File: src/pattern_fetch_cfg.svh
`ifndef PATTERN_FETCH_CFG_SVH
`define PATTERN_FETCH_CFG_SVH

// pixel and memory geometry
`define PIX_W            24
`define MEM_W            256
`define MEM_AW           13
`define MEM_BE_W         32
`define WORDS_PER_BLOCK  3
`define BLOCK_W          768
`define PIX_PER_BLOCK    32
`define PIX_PER_LINE     80
`define MEM_RD_LAT       2

// header word layout
`define HDR_MAGIC        8'h55
`define HDR_ADDR         0
`define DATA_BASE_ADDR   1
`define HDR_TOTAL_LSB    32
`define HDR_LINES_LSB    128
`define PAT_CNT_W        32
`define LINE_CNT_W       12

`endif

File: src/pattern_fetch_pkg.sv
`include "pattern_fetch_cfg.svh"

package pattern_fetch_pkg;

    typedef logic [`PIX_W-1:0]                  pix_t;
    typedef logic [`MEM_W-1:0]                  mem_word_t;
    typedef logic [`MEM_AW-1:0]                 mem_addr_t;
    typedef logic [`BLOCK_W-1:0]                block_t;
    typedef logic [$clog2(`PIX_PER_BLOCK)-1:0]  pix_idx_t;
    typedef logic [`LINE_CNT_W-1:0]             line_cnt_t;
    typedef logic [`PAT_CNT_W-1:0]              pat_cnt_t;

    // commands from the sequencer to the memory reader
    typedef enum logic [1:0] {
        READ_HDR,
        STREAM,
        CLEAR_HDR
    } seq_cmd_t;

    typedef enum logic [1:0] {
        IDLE,
        LOAD,
        SEND,
        DONE
    } seq_state_t;

    typedef enum logic [1:0] {
        RD_IDLE,
        RD_HDR,
        RD_FILL,
        RD_WRITE
    } rd_state_t;

endpackage

File: src/fetch_ifs.sv
`timescale 1ns/10ps

// command channel, sequencer to memory reader
interface seq_if
    import pattern_fetch_pkg::*;
();
    logic      cmd_req;
    seq_cmd_t  cmd;
    logic      cmd_ack;
    logic      hdr_valid;
    pat_cnt_t  pat_total;
    line_cnt_t pat_lines;

    modport master (
        output cmd_req, cmd,
        input  cmd_ack, hdr_valid, pat_total, pat_lines
    );

    modport slave (
        input  cmd_req, cmd,
        output cmd_ack, hdr_valid, pat_total, pat_lines
    );
endinterface

// block refill channel, serializer to memory reader
interface block_if
    import pattern_fetch_pkg::*;
();
    logic   req;
    logic   ack;
    block_t block;

    modport requester (output req, input ack, block);
    modport supplier (input req, output ack, block);
endinterface

File: src/frame_sequencer.sv
`timescale 1ns/10ps

module frame_sequencer
    import pattern_fetch_pkg::*;
(
    input  logic   clk,
    input  logic   ddr3_emif_rst_n,
    input  logic   v_sync_in,
    input  logic   de_in,
    input  logic   frame_busy,
    output logic   frame_trig,
    output logic   streaming,
    output logic   frame_start,
    seq_if.master  seq
);

    seq_state_t state;
    pat_cnt_t   pat_cnt;
    line_cnt_t  line_cnt;
    logic       staged;
    logic       trig_wait;
    logic       v_sync_d;
    logic       de_d;
    logic       v_rise;
    logic       de_rise;
    logic       de_fall;
    logic       cmd_idle;
    logic       cmd_done;
    logic       frame_end;

    assign v_rise  = v_sync_in & ~v_sync_d;
    assign de_rise = de_in & ~de_d;
    assign de_fall = ~de_in & de_d;

    // four-phase command handshake phases
    assign cmd_idle = !seq.cmd_req && !seq.cmd_ack;
    assign cmd_done = seq.cmd_req && seq.cmd_ack;

    // trigger only when the display side is free
    assign frame_trig  = !frame_busy &&
                         ((state == LOAD && staged) || (state == SEND && trig_wait));
    assign frame_start = frame_trig && (state == LOAD);
    assign streaming   = (state == SEND) && !trig_wait;
    assign frame_end   = streaming && de_fall && (line_cnt == seq.pat_lines);

    // ------------------------------------------------------------------------
    // sync edges and line count
    // ------------------------------------------------------------------------
    always_ff @(posedge clk or negedge ddr3_emif_rst_n) begin
        if (!ddr3_emif_rst_n) begin
            v_sync_d <= 1'b0;
            de_d     <= 1'b0;
            line_cnt <= '0;
        end else begin
            v_sync_d <= v_sync_in;
            de_d     <= de_in;
            if (v_rise) begin
                line_cnt <= '0;
            end else if (de_rise) begin
                line_cnt <= line_cnt + 1'b1;
            end
        end
    end

    // ------------------------------------------------------------------------
    // pattern FSM
    // ------------------------------------------------------------------------
    always_ff @(posedge clk or negedge ddr3_emif_rst_n) begin
        if (!ddr3_emif_rst_n) begin
            state       <= IDLE;
            seq.cmd_req <= 1'b0;
            seq.cmd     <= READ_HDR;
            pat_cnt     <= '0;
            staged      <= 1'b0;
            trig_wait   <= 1'b0;
        end else begin
            case (state)
                IDLE: begin
                    // poll the header until the magic byte shows up
                    if (cmd_idle) begin
                        seq.cmd_req <= 1'b1;
                        seq.cmd     <= READ_HDR;
                    end else if (cmd_done) begin
                        seq.cmd_req <= 1'b0;
                        if (seq.hdr_valid) begin
                            pat_cnt <= '0;
                            state   <= LOAD;
                        end
                    end
                end
                LOAD: begin
                    if (cmd_idle && !staged) begin
                        seq.cmd_req <= 1'b1;
                        seq.cmd     <= STREAM;
                    end else if (cmd_done) begin
                        seq.cmd_req <= 1'b0;
                        staged      <= 1'b1;
                    end else if (frame_trig) begin
                        staged <= 1'b0;
                        state  <= SEND;
                    end
                end
                SEND: begin
                    if (frame_trig) begin
                        trig_wait <= 1'b0;
                    end else if (frame_end) begin
                        pat_cnt <= pat_cnt + 1'b1;
                        if (pat_cnt == seq.pat_total - 1'b1) begin
                            state <= DONE;
                        end else begin
                            trig_wait <= 1'b1;
                        end
                    end
                end
                default: begin
                    // clear the header, then resume polling
                    if (cmd_idle) begin
                        seq.cmd_req <= 1'b1;
                        seq.cmd     <= CLEAR_HDR;
                    end else if (cmd_done) begin
                        seq.cmd_req <= 1'b0;
                        state       <= IDLE;
                    end
                end
            endcase
        end
    end

endmodule

File: src/mem_reader.sv
`timescale 1ns/10ps
`include "pattern_fetch_cfg.svh"

module mem_reader
    import pattern_fetch_pkg::*;
(
    input  logic                 clk,
    input  logic                 ddr3_emif_rst_n,
    output logic                 onchip_mem_chip_select,
    output logic                 onchip_mem_clk_ena,
    output logic                 onchip_mem_chip_read,
    output logic                 onchip_mem_write,
    output mem_addr_t            onchip_mem_addr,
    output logic [`MEM_BE_W-1:0] onchip_mem_byte_enable,
    output mem_word_t            onchip_mem_write_data,
    input  mem_word_t            onchip_mem_read_data,
    seq_if.slave                 seq,
    block_if.supplier            blk
);

    localparam int WCNT_W = $clog2(`WORDS_PER_BLOCK + 1);

    rd_state_t             rd_state;
    mem_addr_t             rd_ptr;
    logic [`MEM_RD_LAT-1:0] rd_vld;
    logic [WCNT_W-1:0]     issue_cnt;
    logic [WCNT_W-1:0]     wcnt;
    logic                  fill_cmd;
    logic                  data_vld;

    // the header clear is the only write, always zero data
    assign onchip_mem_write_data = '0;

    // read data sits on the bus MEM_RD_LAT cycles after chip_read
    assign data_vld = rd_vld[`MEM_RD_LAT-1];

    always_ff @(posedge clk or negedge ddr3_emif_rst_n) begin
        if (!ddr3_emif_rst_n) begin
            rd_vld <= '0;
        end else begin
            rd_vld <= {rd_vld[`MEM_RD_LAT-2:0], onchip_mem_chip_read};
        end
    end

    // staging block, word 0 lands in the top bits
    always_ff @(posedge clk) begin
        if (rd_state == RD_FILL && data_vld) begin
            blk.block[`BLOCK_W-1 - int'(wcnt)*`MEM_W -: `MEM_W] <= onchip_mem_read_data;
        end
    end

    // ------------------------------------------------------------------------
    // command and refill engine
    // ------------------------------------------------------------------------
    always_ff @(posedge clk or negedge ddr3_emif_rst_n) begin
        if (!ddr3_emif_rst_n) begin
            rd_state               <= RD_IDLE;
            rd_ptr                 <= mem_addr_t'(`DATA_BASE_ADDR);
            issue_cnt              <= '0;
            wcnt                   <= '0;
            fill_cmd               <= 1'b0;
            seq.cmd_ack            <= 1'b0;
            seq.hdr_valid          <= 1'b0;
            seq.pat_total          <= '0;
            seq.pat_lines          <= '0;
            blk.ack                <= 1'b0;
            onchip_mem_chip_select <= 1'b0;
            onchip_mem_clk_ena     <= 1'b0;
            onchip_mem_chip_read   <= 1'b0;
            onchip_mem_write       <= 1'b0;
            onchip_mem_addr        <= '0;
            onchip_mem_byte_enable <= '0;
        end else begin
            onchip_mem_clk_ena     <= 1'b1;
            onchip_mem_chip_select <= 1'b0;
            onchip_mem_chip_read   <= 1'b0;
            onchip_mem_write       <= 1'b0;
            onchip_mem_byte_enable <= '0;
            case (rd_state)
                RD_IDLE: begin
                    // release phases of both handshakes
                    if (seq.cmd_ack && !seq.cmd_req) begin
                        seq.cmd_ack <= 1'b0;
                    end
                    if (blk.ack && !blk.req) begin
                        blk.ack <= 1'b0;
                    end
                    // a pending refill goes ahead of any command
                    if (blk.req && !blk.ack) begin
                        fill_cmd  <= 1'b0;
                        issue_cnt <= '0;
                        wcnt      <= '0;
                        rd_state  <= RD_FILL;
                    end else if (seq.cmd_req && !seq.cmd_ack) begin
                        case (seq.cmd)
                            READ_HDR: begin
                                onchip_mem_chip_select <= 1'b1;
                                onchip_mem_chip_read   <= 1'b1;
                                onchip_mem_addr        <= mem_addr_t'(`HDR_ADDR);
                                rd_state               <= RD_HDR;
                            end
                            STREAM: begin
                                rd_ptr    <= mem_addr_t'(`DATA_BASE_ADDR);
                                fill_cmd  <= 1'b1;
                                issue_cnt <= '0;
                                wcnt      <= '0;
                                rd_state  <= RD_FILL;
                            end
                            default: begin
                                onchip_mem_chip_select <= 1'b1;
                                onchip_mem_write       <= 1'b1;
                                onchip_mem_addr        <= mem_addr_t'(`HDR_ADDR);
                                onchip_mem_byte_enable <= '1;
                                rd_state               <= RD_WRITE;
                            end
                        endcase
                    end
                end
                RD_HDR: begin
                    if (data_vld) begin
                        seq.hdr_valid <= (onchip_mem_read_data[7:0] == `HDR_MAGIC);
                        seq.pat_total <= onchip_mem_read_data[`HDR_TOTAL_LSB +: `PAT_CNT_W];
                        seq.pat_lines <= onchip_mem_read_data[`HDR_LINES_LSB +: `LINE_CNT_W];
                        seq.cmd_ack   <= 1'b1;
                        rd_state      <= RD_IDLE;
                    end
                end
                RD_FILL: begin
                    // back to back reads from the pointer
                    if (issue_cnt != WCNT_W'(`WORDS_PER_BLOCK)) begin
                        onchip_mem_chip_select <= 1'b1;
                        onchip_mem_chip_read   <= 1'b1;
                        onchip_mem_addr        <= rd_ptr;
                        rd_ptr                 <= rd_ptr + 1'b1;
                        issue_cnt              <= issue_cnt + 1'b1;
                    end
                    if (data_vld) begin
                        wcnt <= wcnt + 1'b1;
                        if (wcnt == WCNT_W'(`WORDS_PER_BLOCK - 1)) begin
                            if (fill_cmd) begin
                                seq.cmd_ack <= 1'b1;
                            end else begin
                                blk.ack <= 1'b1;
                            end
                            rd_state <= RD_IDLE;
                        end
                    end
                end
                default: begin
                    // write cycle is over
                    seq.cmd_ack <= 1'b1;
                    rd_state    <= RD_IDLE;
                end
            endcase
        end
    end

endmodule

File: src/pattern_fetch_top.sv
`timescale 1ns/10ps
`include "pattern_fetch_cfg.svh"

module pattern_fetch_top
    import pattern_fetch_pkg::*;
(
    input  logic                 clk,
    input  logic                 ddr3_emif_rst_n,
    output logic                 onchip_mem_chip_select,
    output logic                 onchip_mem_clk_ena,
    output logic                 onchip_mem_chip_read,
    output logic                 onchip_mem_write,
    output mem_addr_t            onchip_mem_addr,
    output logic [`MEM_BE_W-1:0] onchip_mem_byte_enable,
    output mem_word_t            onchip_mem_write_data,
    input  mem_word_t            onchip_mem_read_data,
    input  logic                 frame_busy,
    output logic                 frame_trig,
    input  logic                 h_sync_in,
    input  logic                 v_sync_in,
    input  logic                 de_in,
    output logic                 h_sync_out,
    output logic                 v_sync_out,
    output logic                 de_out,
    output pix_t                 pix_data_out
);

    logic streaming;
    logic frame_start;

    seq_if   u_seq_if ();
    block_if u_blk_if ();

    mem_reader u_mem_reader (
        .clk                    (clk),
        .ddr3_emif_rst_n        (ddr3_emif_rst_n),
        .onchip_mem_chip_select (onchip_mem_chip_select),
        .onchip_mem_clk_ena     (onchip_mem_clk_ena),
        .onchip_mem_chip_read   (onchip_mem_chip_read),
        .onchip_mem_write       (onchip_mem_write),
        .onchip_mem_addr        (onchip_mem_addr),
        .onchip_mem_byte_enable (onchip_mem_byte_enable),
        .onchip_mem_write_data  (onchip_mem_write_data),
        .onchip_mem_read_data   (onchip_mem_read_data),
        .seq                    (u_seq_if.slave),
        .blk                    (u_blk_if.supplier)
    );

    frame_sequencer u_frame_sequencer (
        .clk             (clk),
        .ddr3_emif_rst_n (ddr3_emif_rst_n),
        .v_sync_in       (v_sync_in),
        .de_in           (de_in),
        .frame_busy      (frame_busy),
        .frame_trig      (frame_trig),
        .streaming       (streaming),
        .frame_start     (frame_start),
        .seq             (u_seq_if.master)
    );

    pixel_serializer u_pixel_serializer (
        .clk             (clk),
        .ddr3_emif_rst_n (ddr3_emif_rst_n),
        .h_sync_in       (h_sync_in),
        .v_sync_in       (v_sync_in),
        .de_in           (de_in),
        .streaming       (streaming),
        .frame_start     (frame_start),
        .h_sync_out      (h_sync_out),
        .v_sync_out      (v_sync_out),
        .de_out          (de_out),
        .pix_data_out    (pix_data_out),
        .blk             (u_blk_if.requester)
    );

endmodule

File: src/pixel_serializer.sv
`timescale 1ns/10ps
`include "pattern_fetch_cfg.svh"

module pixel_serializer
    import pattern_fetch_pkg::*;
(
    input  logic       clk,
    input  logic       ddr3_emif_rst_n,
    input  logic       h_sync_in,
    input  logic       v_sync_in,
    input  logic       de_in,
    input  logic       streaming,
    input  logic       frame_start,
    output logic       h_sync_out,
    output logic       v_sync_out,
    output logic       de_out,
    output pix_t       pix_data_out,
    block_if.requester blk
);

    localparam int LPIX_W = $clog2(`PIX_PER_LINE + 1);

    block_t            cur_block;
    pix_idx_t          pix_idx;
    logic [LPIX_W-1:0] line_pix;
    logic              emit;
    logic              swap;

    // only the first PIX_PER_LINE cycles of a line carry pattern data
    assign emit = streaming && de_in && (line_pix < LPIX_W'(`PIX_PER_LINE));
    assign swap = emit && (pix_idx == pix_idx_t'(`PIX_PER_BLOCK - 1));

    always_ff @(posedge clk) begin
        if (frame_start || swap) begin
            cur_block <= blk.block;
        end
    end

    always_ff @(posedge clk or negedge ddr3_emif_rst_n) begin
        if (!ddr3_emif_rst_n) begin
            h_sync_out   <= 1'b0;
            v_sync_out   <= 1'b0;
            de_out       <= 1'b0;
            pix_data_out <= '0;
            pix_idx      <= '0;
            line_pix     <= '0;
            blk.req      <= 1'b0;
        end else begin
            // timing passes through with one cycle of delay
            h_sync_out <= h_sync_in;
            v_sync_out <= v_sync_in;
            de_out     <= de_in;

            if (!de_in) begin
                line_pix <= '0;
            end else if (line_pix != LPIX_W'(`PIX_PER_LINE)) begin
                line_pix <= line_pix + 1'b1;
            end

            if (emit) begin
                pix_data_out <= cur_block[`BLOCK_W-1 - int'(pix_idx)*`PIX_W -: `PIX_W];
            end else begin
                pix_data_out <= '0;
            end

            if (frame_start) begin
                pix_idx <= '0;
            end else if (emit) begin
                pix_idx <= pix_idx + 1'b1;
            end

            // ask for the next block as soon as the staged one is taken
            if (frame_start || swap) begin
                blk.req <= 1'b1;
            end else if (blk.ack) begin
                blk.req <= 1'b0;
            end
        end
    end

endmodule

File: config.mk
export PLATFORM = sky130hd
export DESIGN_NAME = pattern_fetch_top
export DESIGN_NICKNAME = d
export VERILOG_FILES = /design/src/pattern_fetch_pkg.sv /design/src/fetch_ifs.sv /design/src/frame_sequencer.sv /design/src/mem_reader.sv /design/src/pattern_fetch_top.sv /design/src/pixel_serializer.sv
export VERILOG_INCLUDE_DIRS = /design/src
export SDC_FILE = /design/constraint.sdc
export NUM_CORES = 2
export LEC_CHECK = 0
export ABC_CLOCK_PERIOD_IN_PS = 23000
export BUFFER_PORTS_ARGS = -buffer_cell sky130_fd_sc_hd__buf_2
export CORE_UTILIZATION = 45
export DETAILED_ROUTE_END_ITERATION = 10
export GPL_TIMING_DRIVEN = 1
export HOLD_SLACK_MARGIN = 0.15
export REMOVE_ABC_BUFFERS = 1
export SETUP_SLACK_MARGIN = 0.05
export SKIP_CTS_REPAIR_TIMING = 1
export SYNTH_ARGS = -nofsm -noshare
export SYNTH_HDL_FRONTEND = slang
export SYNTH_SLANG_ARGS = --single-unit
File: constraint.sdc
create_clock -name clk -period 23 [get_ports clk]
set_clock_uncertainty 0.2 [all_clocks]
set_input_delay 4.6 -clock clk [delete_from_list [all_inputs] [get_ports clk]]
set_output_delay 4.6 -clock clk [all_outputs]
set_load 0.005 [all_outputs]
# Yosys cells after proc, flatten, opt, wreduce, memory -nomap -nowiden

Cells that the tools add are included.

Logic and storage cells: 249
Output and inout bits: 333
Flip-flop bits (word level): 1745

Multipliers: 1
$lt $le $gt $ge: 1
Reduce and logical (&&, ||, !) cells: 56
Multiplexer cells: 96
Equal/unequal tests: 40
Add/subtract/negate cells: 11
Shift-type cells: 3
Bitwise logic cells: 8

Operators by type and width:

| cell                        | count |
|---|---|
| $shift 256x33->1023 const A | 1 |
| $shiftx 256x33->1023        | 1 |
| $shiftx 791x32->24          | 1 |
| $bwmux 768                  | 1 |
| $mux 32                     | 9 |
| $mux 13                     | 8 |
| $pmux 32 s2                 | 1 |
| $pmux 13 s2                 | 2 |
| $mux 2                      | 24 |
| $mux 1                      | 33 |
| $neg 32->33                 | 1 |
| $add 32x1->32 const B       | 1 |
| $eq 32x32->1                | 1 |
| $sub 11x32->32 const A      | 1 |
| $sub 32x1->32 const B       | 1 |
| $ne 2x2->1 const B          | 14 |
| $mux 12                     | 2 |
| $mux 24                     | 1 |
| $ne 2x1->1 const B          | 12 |
| $reduce_and 5->1            | 4 |
| $reduce_bool 2->1           | 10 |
| $logic_and 1x1->1           | 18 |
| $pmux 2 s3                  | 3 |
| $reduce_and 4->1            | 4 |
| other kinds (33)            | 62 |

# Logic depth before layout (Yosys ltp)

Word-level depth: 8
Mapped depth: 20

# By module

From an unflattened synthesis, not the netlist that was laid out.

Cell total of the unflattened synthesis: 5872
Area total of the unflattened synthesis: 81351.8 µm²

Modules (own cells, without submodules):

| module           | cells an instance | times used | area an instance (µm²) |
|---|---|---|---|
| pixel_serializer | 3216              | 1          | 43356.6 |
| mem_reader       | 2188              | 1          | 33968.8 |
| frame_sequencer  | 468               | 1          | 4026.4 |

# Worst setup path after synthesis

OpenSTA, ideal clock, no wires.

Path type: in2reg
From: in frame_busy
To: reg u_pixel_serializer.blk.req
Data required time: 22.629 ns
Stages on the path: 5
Data arrival time: 21.918 ns
Path slack: 0.712 ns
Library setup time: 0.171 ns
Cells stage by stage: a21oi_1 -> and2_1 -> clkbuf_1 -> a21o_1 -> or2_2

Cells in the longest elaborated chain, start to end: 5

RTL lines:

| element                                            | RTL line                | source |
|---|---|---|
| from (decl)                                        | pattern_fetch_top.sv:17 | `input logic frame_busy,` |
| $logic_not 1->1 *                                  | frame_sequencer.sv:40   | `assign frame_trig = !frame_busy &&` |
| $logic_and 1x1->1 *                                | frame_sequencer.sv:40   |  |
| $logic_and 1x1->1 *                                | frame_sequencer.sv:42   | `assign frame_start = frame_trig && (state == LOAD);` |
| $logic_or 1x1->1 *                                 | pixel_serializer.sv:73  | `if (frame_start \|\| swap) begin` |
| $mux 1 / $reduce_bool 2->1 (equally long branches) | --                      |  |
| to (signal assigned)                               | pixel_serializer.sv:47  | `blk.req <= 1'b0;` |
| to (signal assigned)                               | pixel_serializer.sv:74  | `blk.req <= 1'b1;` |
| to (signal assigned)                               | pixel_serializer.sv:76  | `blk.req <= 1'b0;` |
| to (decl)                                          | fetch_ifs.sv:33         | `modport requester (output req, input ack, block);` |

Every way passes the cells marked *; elsewhere a longest branch is shown, timed or not.
A chain may end at the register's enable or synchronous reset.

# Worst setup path in the final report

From: in frame_busy
To: out frame_trig

Cells in the longest elaborated chain, start to end: 2

RTL lines:

| element           | RTL line                | source |
|---|---|---|
| $logic_not 1->1   | frame_sequencer.sv:40   |  |
| $logic_and 1x1->1 | frame_sequencer.sv:40   |  |
| to (decl)         | pattern_fetch_top.sv:18 | `output logic frame_trig,` |

No other way between the ends.

==> impl_metrics.tcl <==
set metrics [dict create \
    timing.critical_path.buf_inv 2 \
    routed_wl_um 220000 \
    status "complete, no violations" \
    antenna_found_initial 53 \
    ys.flop_type "edfxtp_1" \
    crit_path_max_incr_delay_ns 0.57 \
    slew_headroom_pct 7.97 \
    slew_viol_final 0 \
    hold_class "flip-flop to flip-flop" \
    drt_iter0_drc 4698 \
    fp.dieW_um 426 \
    p_switching_mw 4.25 \
    grt_pass1_wl_um 320000 \
    pwr-share-clk_pct 24.4 \
    synth_top_area_share_pct 57.0 \
    ys_top_cells_by_area "edfxtp_1, mux4_2, mux2i_1" \
    finalCriticalPeriod_ns 10.32 \
    rsz0062_at_grt "false" \
    gr-total-overflow 0 \
    cap_violations 0 \
    critPathArrivalTime_ns 5.52 \
    dpl.hpwl_um 140000 \
    fp.dieArea_mm2 0.181 \
    setup_violations 0 \
    grt_max_degree 216 \
    fp.dieH_um 426 \
    ir_drop_mv 0.139 \
    ys_warn_count 0 \
    seqPwrFrac_pct 35.6 \
    slowest_stage "a21oi_1" \
    required_ns 18.20 \
    start_util_pct 45.3 \
    clk_path_buf_depth 3 \
    route.antenna.remaining_nets 0 \
    clk_latency_ns 0.83 \
    seqCellArea_mm2 0.0506 \
    met2WireLength_um 107000 \
    yosysUniqueCellTypes 80 \
    yosysSeqAreaShare_pct 62.5 \
    crit_top_cell "buf_2" \
    root_buffer "clkbuf_16" \
    netlist_area_mm2 0.0809 \
    cp_top_family "compound AO/OA/AOI/OAI gates" \
    synth_top_area_cell "edfxtp_1" \
    period_share_pct 44.9 \
    p_leak_nw 33.3 \
    cp_cell_sequence "buf_2 -> a21oi_1 -> buf_2" \
    worstMarginPinSlew_ns 1.38 \
    crit_path_max_fanout 6 \
    numPortBuffers 338 \
    drt_first_pass_iters 8 \
    ys_ff_latch 1713 \
    worstSetupStartpointType "input port" \
    p_int_mw 7.73 \
    final.setup.tns_ns 0 \
    multi_input_area_mm2 0.0276 \
    p_comb_share_pct 40.0 \
    fp-row-count 155 \
    synth_area_per_cell_um2 14.6 \
    numCtsBuffers 179 \
    layout-area-overhead-vs-synth_pct 10.8 \
    grt_pass1_vias 46765 \
    drc 0 \
    cts_htree_levels 4 \
    stdcell_area_mm2 0.0896 \
    vias 47645 \
    gp_congestion 0.872 \
    syn_inst 5547 \
    hold_viol 0 \
    synth_edf_count 1536 \
    cts_tree "yes" \
    post_drt_wl_per_cell_um 26.7 \
    switching_share_pct 35.5 \
    cts.sinks 1713 \
    finalNetCount 6011 \
    max_freq_mhz 96.9 \
    async_flop_share_pct 10.3 \
    vias_per_cell 5.77 \
    wl_met1_um 93300 \
    route.met3.wl_um 13500 \
    dpl_cell_area_mm2 0.0837 \
    p_per_area_mw_per_mm2 134 \
    io_pins 595 \
    drive_gt1_share_pct 19.7 \
    critPathCaptureType "output pin" \
    crit_type "input port to output pin" \
    core_mm2 0.178 \
    nFillCells 15145 \
    grt.total_usage_pct 24.1 \
    routed.top_layer "met5" \
    clk_pin_slew_ns 0.06 \
]
-- per-stage QoR --
step | total power [mW] | worst slack (ns) | instances | util [%] | hold WS [ns]
3_3_place_gp | 9.05 | 12.69 | 7900 | 46.9 | 0.133
3_5_place_dp | 9.10 | 12.67 | 7900 | 46.9 | 0.140
6_report | 12.0 | 12.68 | 8252 | 50.2 | 0.151
2_1_floorplan | 9.22 | -15.66 | 5127 | - | 0.131
4_1_cts | 12.0 | 12.65 | 8230 | 50.2 | 0.154
5_1_grt | 12.5 | 12.57 | 8243 | 50.2 | 0.168
-- cells in the mapped netlist, types with 5 or more instances --
library cell  number
a211oi_1          19
a21o_1             7
a21oi_1           84
a221oi_1          21
a311oi_1           8
a31oi_1           18
and2_1           522
and3_1           284
buf_1             47
buf_2             68
buf_4            290
clkbuf_1         268
dfrtp_1          176
edfxtp_1        1536
ha_1              22
inv_1             23
mux2_2            58
mux2i_1          483
mux4_2           372
nand2_1          200
nand2b_1           5
nand3_1           63
nand4_1           30
nor2_1           471
nor2b_1           12
nor3_1            54
nor3b_1            7
nor4_1            15
o211ai_1          13
o21ai_0          113
o221ai_1          26
o22ai_1           15
o31ai_1            6
or3_1             18
or4_1              6
xnor2_1           48
xor2_1            53
-- registers in the layout, summed over array words and instances, names as in the netlist, 7 cells and up --
register,flops
u_mem_reader.rd_ptr,13
u_pixel_serializer.line_pix,7
u_frame_sequencer.pat_cnt,32
u_mem_reader.seq.pat_total,32
u_pixel_serializer.pix_data_out,24
u_mem_reader.onchip_mem_addr,13
u_pixel_serializer.cur_block,768
u_frame_sequencer.line_cnt,12
u_mem_reader.blk.block,768
u_mem_reader.seq.pat_lines,12
-- cell families after synthesis --
kind of cell	after synthesis	synth area share (%)
xor gates and xnor gates	101	1.09
adders and majority gates	23	0.365
AOI/OAI and AO/OA	382	3.07
buffers and inverters	701	4.72
other	2	0.00928
DFF	1713	62.5
muxes	913	17.1
and+or+nand+nor	1712	11.1
-- final timing paths --
path                                                      startpoint                                             to  slack, ns  cells after the start
max                                                       frame_busy                                     frame_trig      12.68                      3
min                                 u_mem_reader.rd_vld[0]$_DFF_PN0_               u_mem_reader.rd_vld[1]$_DFF_PN0_       0.15                      0
max reg2reg                u_pixel_serializer.pix_idx[0]$_DFFE_PN0P_  u_pixel_serializer.pix_data_out[12]$_DFF_PN0_      17.00                     12
min reg2reg                         u_mem_reader.rd_vld[0]$_DFF_PN0_               u_mem_reader.rd_vld[1]$_DFF_PN0_       0.15                      0
max in group asynchronous                            ddr3_emif_rst_n      u_pixel_serializer.pix_idx[0]$_DFFE_PN0P_      16.87                      3
min in group asynchronous                            ddr3_emif_rst_n        u_pixel_serializer.h_sync_out$_DFF_PN0_       3.55                      1
-- cell usage in the layout (no fill, tap or decap), types with 10 or more instances in the layout --
master / count
nand4_1: 30
xnor2_1: 45
diode_2: 22
inv_1: 21
nand3_1: 63
buf_2: 337
nor3_1: 52
bufinv_16: 21
ha_1: 19
nand2_1: 200
a211oi_1: 19
clkbuf_1: 29
mux2i_1: 483
o221ai_1: 26
conb_1: 257
clkinv_2: 36
mux4_2: 372
mux2_2: 58
a31oi_1: 18
clkinv_1: 38
nor2_1: 466
inv_6: 10
nor2b_1: 11
o22ai_1: 15
or3_1: 18
clkbuf_16: 183
nor4_1: 15
o211ai_1: 13
a221oi_1: 21
dfrtp_1: 175
and2_1: 522
edfxtp_1: 1536
xor2_1: 51
o21ai_0: 113
buf_4: 71
a21oi_1: 84
and3_1: 282
-- worst reg2reg max path: stages (launching register included) --
cell and delay (ns):
dfrtp_4 0.72, ha_4 0.31, fa_4 1.29, buf_4 0.79
and2_1 0.29, buf_4 0.39, nand2_1 0.12, nand2_1 0.78
a21oi_1 0.16, a31oi_1 0.21, o21ai_0 0.14, a21oi_1 0.29
a221oi_1 0.13
-- per-layer routing --
layer	vias to the layer above	global-route usage (%)
li1	20803	-
met3	362	3.88
met4	10	7.68
met5	-	0
met2	1774	39.1
met1	24696	33.1
-- power by group through the flow --
stage,logic [mW],registers [mW],clock network (mW)
CTS,4.79,4.27,2.97
global route,5.10,4.30,3.09
global placement,4.73,4.32,0
finish,4.79,4.27,2.92
floorplan,4.68,4.54,0
detailed placement,4.77,4.33,0
-- cell type report --
class,count,area share [%]
diodes,22,0.0614
clock buffers,213,5.25
flip-flops and latches,1713,56.4
well taps,2355,3.29
clock inverters,117,1.31
inverters,26,0.128
repair buffers,418,2.69
multi-input cells,3388,30.9
(Power assumes the default switching activity.)
